## src/rename_cfg_pkg.sv

```systemverilog
`default_nettype none

package rename_cfg_pkg;

    // architectural side
    localparam int num_arch_regs = 32;
    localparam int arch_idx_w    = 5;   // log2 of num_arch_regs

    // physical side
    localparam int num_phys_regs = 128;
    localparam int phys_tag_w    = 7;   // log2 of num_phys_regs

    // free list pointer carries one extra wrap bit so full and empty differ
    localparam int fl_ptr_w = phys_tag_w + 1;

    // branch checkpoints
    localparam int num_ckpt   = 8;
    localparam int ckpt_idx_w = 3;

    // tags not claimed by the identity map after reset (32 .. 127)
    localparam int init_free_count = num_phys_regs - num_arch_regs;

endpackage

`default_nettype wire

```

## src/rename_if_pkg.sv

```systemverilog
`default_nettype none

package rename_if_pkg;

    typedef logic [rename_cfg_pkg::phys_tag_w-1:0] phys_tag_t;
    typedef logic [rename_cfg_pkg::arch_idx_w-1:0] arch_idx_t;
    typedef logic [rename_cfg_pkg::fl_ptr_w-1:0]   fl_ptr_t;

    // full architectural-to-physical map, entry i belongs to arch reg i
    typedef phys_tag_t [rename_cfg_pkg::num_arch_regs-1:0] map_image_t;

    typedef struct packed {
        logic      valid;
        logic      has_dest;
        arch_idx_t dest;
        arch_idx_t src1;
        arch_idx_t src2;
    } rename_req_t;

    typedef struct packed {
        logic      valid;
        phys_tag_t src1_tag;
        phys_tag_t src2_tag;
        phys_tag_t dest_tag;    // zero when no destination
        phys_tag_t old_tag;     // previous mapping of dest, freed at commit
    } rename_rsp_t;

    typedef struct packed {
        logic      valid;
        phys_tag_t tag;
    } release_t;

    typedef struct packed {
        logic                                save;
        logic [rename_cfg_pkg::ckpt_idx_w-1:0] save_slot;
        logic                                restore;
        logic [rename_cfg_pkg::ckpt_idx_w-1:0] restore_slot;
    } ckpt_cmd_t;

    // arch reg i maps to phys tag i out of reset
    function automatic map_image_t identity_image();
        map_image_t img;
        for (int i = 0; i < rename_cfg_pkg::num_arch_regs; i++) begin
            img[i] = phys_tag_t'(i);
        end
        return img;
    endfunction

endpackage

`default_nettype wire

```

## src/free_list.sv

```systemverilog
`timescale 1ns/1ps
`default_nettype none

module free_list (
    input  wire logic                   clk,
    input  wire logic                   reset,
    input  wire logic                   alloc,
    input  wire rename_if_pkg::release_t rel,
    input  wire logic                   restore,
    input  wire rename_if_pkg::fl_ptr_t  restore_head,
    output rename_if_pkg::phys_tag_t    head_tag,
    output rename_if_pkg::fl_ptr_t      head_next,
    output logic                        nonempty
);

    // circular store of free tags
    rename_if_pkg::phys_tag_t fl_mem [rename_cfg_pkg::num_phys_regs];

    rename_if_pkg::fl_ptr_t head_q;
    rename_if_pkg::fl_ptr_t tail_q;
    rename_if_pkg::fl_ptr_t tail_next;
    rename_if_pkg::fl_ptr_t free_count;

    // low bits address the store, top bit is the wrap flag
    logic [rename_cfg_pkg::fl_ptr_w-2:0] head_idx;
    logic [rename_cfg_pkg::fl_ptr_w-2:0] tail_idx;

    assign head_idx = head_q[rename_cfg_pkg::fl_ptr_w-2:0];
    assign tail_idx = tail_q[rename_cfg_pkg::fl_ptr_w-2:0];

    assign free_count = tail_q - head_q;    // wraps cleanly in fl_ptr_w bits
    assign nonempty   = (free_count != '0);
    assign head_tag   = fl_mem[head_idx];

    // head after this edge, also what a save captures
    always_comb begin
        head_next = head_q;
        if (restore) begin
            head_next = restore_head;   // roll back, tail keeps later releases
        end else if (alloc) begin
            head_next = head_q + 1'b1;
        end
    end

    always_comb begin
        tail_next = tail_q;
        if (rel.valid) begin
            tail_next = tail_q + 1'b1;
        end
    end

    always_ff @(posedge clk) begin
        if (reset) begin
            head_q <= '0;
            tail_q <= rename_if_pkg::fl_ptr_t'(rename_cfg_pkg::init_free_count);
        end else begin
            head_q <= head_next;
            tail_q <= tail_next;
        end
    end

    // tag storage, preloaded with 32 .. 127 in order
    always_ff @(posedge clk) begin
        if (reset) begin
            for (int i = 0; i < rename_cfg_pkg::init_free_count; i++) begin
                fl_mem[i] <= rename_if_pkg::phys_tag_t'(rename_cfg_pkg::num_arch_regs + i);
            end
        end else if (rel.valid) begin
            fl_mem[tail_idx] <= rel.tag;    // released tag joins the back
        end
    end

endmodule

`default_nettype wire

```

## src/map_table.sv

```systemverilog
`timescale 1ns/1ps
`default_nettype none

module map_table (
    input  wire logic                      clk,
    input  wire logic                      reset,
    input  wire rename_if_pkg::arch_idx_t  src1,
    input  wire rename_if_pkg::arch_idx_t  src2,
    input  wire rename_if_pkg::arch_idx_t  dest,
    input  wire logic                      update,
    input  wire rename_if_pkg::phys_tag_t  new_tag,
    input  wire logic                      restore,
    input  wire rename_if_pkg::map_image_t restore_image,
    output rename_if_pkg::phys_tag_t       src1_tag,
    output rename_if_pkg::phys_tag_t       src2_tag,
    output rename_if_pkg::phys_tag_t       old_tag,
    output rename_if_pkg::map_image_t      image_next
);

    rename_if_pkg::map_image_t map_q;   // current mapping

    // lookups see the table before this cycle's write
    assign src1_tag = map_q[src1];
    assign src2_tag = map_q[src2];
    assign old_tag  = map_q[dest];

    // table contents after this edge
    always_comb begin
        image_next = map_q;
        if (restore) begin
            image_next = restore_image;     // whole table back from snapshot
        end else if (update) begin
            image_next[dest] = new_tag;
        end
    end

    always_ff @(posedge clk) begin
        if (reset) begin
            map_q <= rename_if_pkg::identity_image();
        end else begin
            map_q <= image_next;
        end
    end

endmodule

`default_nettype wire

```

## src/checkpoint_store.sv

```systemverilog
`timescale 1ns/1ps
`default_nettype none

module checkpoint_store #(
    parameter type payload_t = logic
) (
    input  wire logic                                  clk,
    input  wire logic                                  reset,
    input  wire logic                                  save,
    input  wire logic [rename_cfg_pkg::ckpt_idx_w-1:0] save_slot,
    input  wire logic [rename_cfg_pkg::ckpt_idx_w-1:0] restore_slot,
    input  wire payload_t                              wr_data,
    input  wire payload_t                              reset_value,
    output payload_t                                   rd_data
);

    payload_t slot_mem [rename_cfg_pkg::num_ckpt];

    // every slot starts as the reset image so a stray restore is harmless
    always_ff @(posedge clk) begin
        if (reset) begin
            for (int i = 0; i < rename_cfg_pkg::num_ckpt; i++) begin
                slot_mem[i] <= reset_value;
            end
        end else if (save) begin
            slot_mem[save_slot] <= wr_data;
        end
    end

    assign rd_data = slot_mem[restore_slot];   // unregistered read

endmodule

`default_nettype wire

```

## src/rename_unit.sv

```systemverilog
`timescale 1ns/1ps
`default_nettype none

module rename_unit (
    input  wire logic                      clk,
    input  wire logic                      reset,
    input  wire rename_if_pkg::rename_req_t req,
    input  wire rename_if_pkg::release_t   rel,
    input  wire rename_if_pkg::ckpt_cmd_t  ckpt,
    output rename_if_pkg::rename_rsp_t     rsp,
    output logic                           ready
);

    logic accept;
    logic alloc;
    logic nonempty;

    rename_if_pkg::phys_tag_t  head_tag;
    rename_if_pkg::fl_ptr_t    head_next;
    rename_if_pkg::fl_ptr_t    saved_head;
    rename_if_pkg::phys_tag_t  src1_tag;
    rename_if_pkg::phys_tag_t  src2_tag;
    rename_if_pkg::phys_tag_t  old_tag;
    rename_if_pkg::map_image_t image_next;
    rename_if_pkg::map_image_t saved_image;
    rename_if_pkg::rename_rsp_t rsp_q;

    assign ready = nonempty;

    // no dest needs no free tag, restore owns the cycle
    assign accept = req.valid && (!req.has_dest || ready) && !ckpt.restore;
    assign alloc  = accept && req.has_dest;

    free_list i_free_list (
        .clk          (clk),
        .reset        (reset),
        .alloc        (alloc),
        .rel          (rel),
        .restore      (ckpt.restore),
        .restore_head (saved_head),
        .head_tag     (head_tag),
        .head_next    (head_next),
        .nonempty     (nonempty)
    );

    map_table i_map_table (
        .clk           (clk),
        .reset         (reset),
        .src1          (req.src1),
        .src2          (req.src2),
        .dest          (req.dest),
        .update        (alloc),
        .new_tag       (head_tag),
        .restore       (ckpt.restore),
        .restore_image (saved_image),
        .src1_tag      (src1_tag),
        .src2_tag      (src2_tag),
        .old_tag       (old_tag),
        .image_next    (image_next)
    );

    // snapshots take post-edge state, so the branch's own rename is inside
    checkpoint_store #(.payload_t(rename_if_pkg::fl_ptr_t)) i_ckpt_head (
        .clk          (clk),
        .reset        (reset),
        .save         (ckpt.save),
        .save_slot    (ckpt.save_slot),
        .restore_slot (ckpt.restore_slot),
        .wr_data      (head_next),
        .reset_value  (rename_if_pkg::fl_ptr_t'(0)),
        .rd_data      (saved_head)
    );

    checkpoint_store #(.payload_t(rename_if_pkg::map_image_t)) i_ckpt_map (
        .clk          (clk),
        .reset        (reset),
        .save         (ckpt.save),
        .save_slot    (ckpt.save_slot),
        .restore_slot (ckpt.restore_slot),
        .wr_data      (image_next),
        .reset_value  (rename_if_pkg::identity_image()),
        .rd_data      (saved_image)
    );

    // response one cycle after acceptance
    always_ff @(posedge clk) begin
        if (reset) begin
            rsp_q.valid <= 1'b0;
        end else begin
            rsp_q.valid <= accept;
            if (accept) begin
                rsp_q.src1_tag <= src1_tag;
                rsp_q.src2_tag <= src2_tag;
                rsp_q.dest_tag <= alloc ? head_tag : '0;
                rsp_q.old_tag  <= alloc ? old_tag : '0;
            end
        end
    end

    assign rsp = rsp_q;

endmodule

`default_nettype wire

```

## config.mk

```make
export PLATFORM = sky130hd
export DESIGN_NAME = rename_unit
export DESIGN_NICKNAME = d
export VERILOG_FILES = /design/src/rename_cfg_pkg.sv /design/src/rename_if_pkg.sv /design/src/free_list.sv /design/src/map_table.sv /design/src/checkpoint_store.sv /design/src/rename_unit.sv
export SDC_FILE = /design/constraint.sdc
export NUM_CORES = 2
export LEC_CHECK = 0
export BUFFER_PORTS_ARGS = -buffer_cell sky130_fd_sc_hd__buf_2
export CORE_MARGIN = 2
export CORE_UTILIZATION = 30
export CTS_CLUSTER_SIZE = 30
export DETAILED_ROUTE_END_ITERATION = 10
export GPL_TIMING_DRIVEN = 0
export HOLD_SLACK_MARGIN = 0.12
export PLACE_DENSITY_LB_ADDON = 0.25
export SYNTH_ARGS = -nofsm -noshare
export SYNTH_HDL_FRONTEND = slang
export SYNTH_HIERARCHICAL = 1
export SYNTH_SLANG_ARGS = --single-unit
```

## constraint.sdc

```tcl
create_clock -name clk -period 11.2 [get_ports clk]
set_input_delay 2.24 -clock clk [delete_from_list [all_inputs] [get_ports clk]]
set_output_delay 2.24 -clock clk [all_outputs]
set_load 0.01 [all_outputs]
```

# ---- After elaboration in Yosys (flattened, before gate mapping)
# Memory sizes are Yosys's and may differ from the RTL's. A register that Yosys moved wholly into a read port is not among the register bits.
# Cells that the tools add are included.
# Widths: inputs -> output; s select.
dict set report totals {
  wordCells 93
  mem_count 3
  register_bits 269
  mem_bits_rw 2752
}
# name depth width read_ports rd_ports_with_merged_regs write_ports line
set memory_table {}
lappend memory_table {i_ckpt_map.slot_mem 8 224 1 0 8 checkpoint_store.sv:17} ;# payload_t slot_mem [rename_cfg_pkg::num_ckpt];
lappend memory_table {i_free_list.fl_mem 128 7 1 1 96 free_list.sv:17} ;# rename_if_pkg::phys_tag_t fl_mem [rename_cfg_pkg::num_phys_regs];
lappend memory_table {i_ckpt_head.slot_mem 8 8 1 0 8 checkpoint_store.sv:17}
dict set report op_classes {
  add_sub_neg 3
  muxes 31
  n_lt_le_gt_ge 4
  reduce_logical 12
  n_bitwise 1
}
# operator count
set op_table {}
lappend op_table {{$mux 224} 3}
lappend op_table {{$bwmux 224} 1}
lappend op_table {{$reduce_or 224->1} 1}
lappend op_table {{$bmux 7 s5} 3}
lappend op_table {{$mux 7} 7}
lappend op_table {{$demux 7 s5} 1}
lappend op_table {{$mux 8} 3}
lappend op_table {{$lt 5x6->1 const B} 3}
lappend op_table {{$add 8x1->8 const B} 2}
lappend op_table {{$mux 1} 11}
lappend op_table {{$reduce_bool 8->1} 1}
lappend op_table {{$reduce_or 8->1} 1}
lappend op_table {{$sub 8x8->8} 1}
lappend op_table {{$reduce_or 7->1} 1}
lappend op_table {{$mux 3} 2}
lappend op_table {{$ge 5x1->1 const B} 1}
lappend op_table {{$logic_and 1x1->1} 4}
lappend op_table {{$logic_not 1->1} 2}
lappend op_table {{$reduce_and 2->1} 1}
lappend op_table {{$logic_or 1x1->1} 1}
lappend op_table {{$not 1->1} 1}

# ---- Depth between registers and ports, before layout
dict set report logic_depth {
  depth_word 9
  ltp_mapped 18
}

# ---- Modules after synthesis
# The synthesis kept the hierarchy.
# mod n_inst cells_per_inst seq_area_each_um2 area_per_inst_um2
set by_module_without_submodules {}
lappend by_module_without_submodules {{checkpoint_store at i_ckpt_map} 1 4599 53811.6 88442.3}
lappend by_module_without_submodules {free_list 1 2785 27226.1 40532.6}
lappend by_module_without_submodules {map_table 1 1653 4484.3 16105.4}
lappend by_module_without_submodules {{checkpoint_store at i_ckpt_head} 1 179 1921.8 3375.7}
lappend by_module_without_submodules {rename_unit 1 50 860.8 1022.2}

# ---- Least setup slack after synthesis
# Ideal clock, no wire load.
dict set report synth_path {
  path_type {input-to-reg}
  startpoint {in reset}
  endpoint {mem i_ckpt_map/slot_mem[1][0] (netlist bit) (enable)}
  path_slack_ns 2.365
  setup_time_ns 0.626
  required_time_ns 10.574
  arrival_ns 8.209
  cell_stages 6
  cell_sequence {nand3b_4 or3_1 buf_2 buf_6 buf_6 nand2b_1}
}
# element line
set synth_lines {}
lappend synth_lines {{start: declaration} rename_unit.sv:6} ;# input wire logic reset,
lappend synth_lines {{end: declaration} checkpoint_store.sv:17}

==> results.yml <==
outcome:
  status: "complete, but fails checks"
  failed_checks: "capacitance limit, slew limit"
synth:
  synth_area_leaders: "edfxtp_1, mux2_2, mux4_2"
  synthDistinctLibCells: 74
  synthTopCellsByCount: "edfxtp_1, mux2_2, mux4_2"
  synth_top_area_share_pct: 55.8
  yosys_warnings: 6
  post-synth-top-count-cell: "edfxtp_1"
  ys_seq_elements: 3021
  synth_top_cell_by_area: "edfxtp_1"
  avgSynthCellArea_sq_um: 16.1
  synth_edf_count: 2780
  ys.flop_type: "edfxtp_1"
  ys_seq_area_share_pct: 59.1
  syn_inst: 9266
  postSynth.asyncResetShare_pct: 0
  synth_area_sq_um: 149000
clock_tree:
  post-cts-setup-buffers: 0
  cts_buffers: 351
  clockBufferDepth: 4
  cts.clk_slew.worst_paths_ns: 0.07
  cts_resized: 0
  cts-root-buf: "clkbuf_16"
  cts_tree: "yes"
  htreeDepth: 5
  hold_buffers: 0
  clock-sinks: 3021
  worstSkewPairLatency_ns: 1.02
global_route:
  grt_start_max_net_pins: 46
  grt-ovfl-total: 0
  grt_usage_pct: 20.8
  grt_pass1_vias: 93600
  antenna_found_initial: 62
  grt_pass1_wl_mm: 746
layout:
  drive_gt1_share_pct: 32.3
  area_growth_pct: 18.9
  layout.nets: 11600
  fillers: 48000
die:
  die_area_sq_um: 504000
  core_region_area_sq_um: 497000
  die_h_um: 710
  boundaryPins: 65
  rows: 259
  initial_core_util_pct: 30.1
  fp.dieW_um: 710
drt:
  finalWirelength_mm: 537
  vias_per_cell: 5.10
  num_vias: 94600
  drc: 0
  wire_per_inst_um: 29.0
  detail-route-antenna-nets: 0
  detail_route.first_pass.iterations: 8
  drtIter0Drc: 10400
placement:
  place_congestion: 0.979
  hpwlAfterDp_mm: 368
  port_buffers: 56
sta:
  finalHoldViolations: 0
  setup_violations: 0
  worst_hold_slack_ns: 0.511
  slew_headroom_pct: -5.32
  tightestPinTransition_ns: 1.58
  period_minus_slack_ns: 8.32
  fmax_mhz: 120
  slew_violations: 118
  fin_crit_sh_pct: 74.3
  fin_worst_skew_ns: 0.126
  rsz0062_at_grt: "no"
  timing.setup.tns_ns: 0
critical_path:
  crit_path_start_kind: "flop"
  crit_fanout: 22
  required_ns: 12.05
  r2r_setup_slack_ns: 2.88
  worstSetupPathType: "reg2reg"
  cp-end-kind: "flop"
  critPathArrivalTime_ns: 9.18
power_and_ir_drop:
  peakVddDrop_v: 0.000136
  p_leak_nw: 60.8
  pwr_density_cell_nw_per_um2: 159
flow_run:
  drv_cap: 11
hold_path:
  hold_path_class: "reg2reg"
[worst max-delay path: stages (launching register included)]
cell       delay (ns)
dfxtp_1          0.52
clkbuf_1         0.47
buf_2            0.53
clkinv_1         0.74
ha_1             0.50
nor2b_1          0.10
a2111oi_0        0.07
o211ai_1         1.03
and4b_4          0.64
buf_6            0.38
nand4b_1         0.58
nor2_2           0.87
mux2i_1          0.22
a21oi_1          1.19
mux2_2           0.33
[logic make-up after synthesis]
family | synth area share (%)
DFF | 59.1
xor gates and xnor gates | 0.0879
other | 0.00502
and+or+nand+nor | 4.72
buffers and inverters | 2.48
adders and majority gates | 0.0753
AOI/OAI and AO/OA | 3.27
muxes | 30.3
[path summary, 6_finish.rpt]
path,depth (start not counted),endpoint,from
setup / recovery,14,i_ckpt_map/slot_mem[6][204],i_free_list/head_q[3]
hold / removal,2,i_free_list/tail_q[7],i_free_list/tail_q[7]
setup reg to reg,14,i_ckpt_map/slot_mem[6][204],i_free_list/head_q[3]
hold reg to reg,2,i_free_list/tail_q[7],i_free_list/tail_q[7]
[area by class of cell]
class / count / area, sq um / area share [%]
Multi-Input combinational cell: 7319 / 64500 / 36.3
Buffer: 763 / 3670 / 2.06
Timing Repair Buffer: 116 / 1590 / 0.895
Clock buffer: 480 / 9770 / 5.49
Clock inverter: 157 / 1500 / 0.842
Inverter: 17 / 63.8 / 0.0359
Sequential cell: 3021 / 88300 / 49.7
Antenna cell: 30 / 75.1 / 0.0422
Tap cell: 6655 / 8330 / 4.68
[metrics by stage]
step | instances | utilization, % | worst slack (ns) | power (mW) | instance area (sq um)
after floorplan | 11100 | - | 2.36 | 15.4 | 156000
after global placement | 17800 | 33.2 | -6.90 | 17.0 | 165000
after detailed placement | 17900 | 33.5 | 3.19 | 17.0 | 166000
after CTS | 18500 | 35.8 | 3.21 | 28.4 | 178000
after global routing | 18500 | 35.8 | 2.99 | 29.1 | 178000
final | 18600 | 35.8 | 2.88 | 28.2 | 178000
[sequential cells by signal, summed over array words and instances (netlist names)]
| register | cells |
|---|---|
| i_free_list/tail_q | 8 |
| i_free_list/fl_mem | 896 |
| i_ckpt_head/slot_mem | 64 |
| i_free_list/head_q | 8 |
| rsp | 29 |
| i_map_table/map_q | 224 |
| i_ckpt_map/slot_mem | 1792 |
[power by group]
part	switching, mW	total, mW	internal [mW]	leakage, nW
clock network	4.93	11.4	6.48	5.51
registers	0.262	13.2	13.0	28.2
logic	2.34	3.61	1.27	27.1
[cells in the final DEF, fill, tap and decap left out, types with 85 or more instances in the layout]
cell	n
a211oi_1	160
a21oi_1	181
buf_2	295
clkbuf_1	480
clkbuf_16	360
conb_1	1856
dfxtp_1	241
edfxtp_1	2780
mux2_1	149
mux2_2	1949
mux2i_1	379
mux4_2	775
nand2_1	401
nor2_1	347
nor3_1	175
o21ai_0	86
or2_2	85
or3_1	118
[layer usage]
| layer | vias to the layer above | routed length [um] | GRT usage [%] |
|---|---|---|---|
| met4 | 10 | 23800 | 8.18 |
| met2 | 4216 | 242000 | 32.3 |
| met3 | 1045 | 45200 | 4.20 |
| met5 | - | 76 | 0 |
| met1 | 49400 | 227000 | 28.6 |
| li1 | 40000 | - | - |
Note: power is estimated with default switching activity, not from simulation.
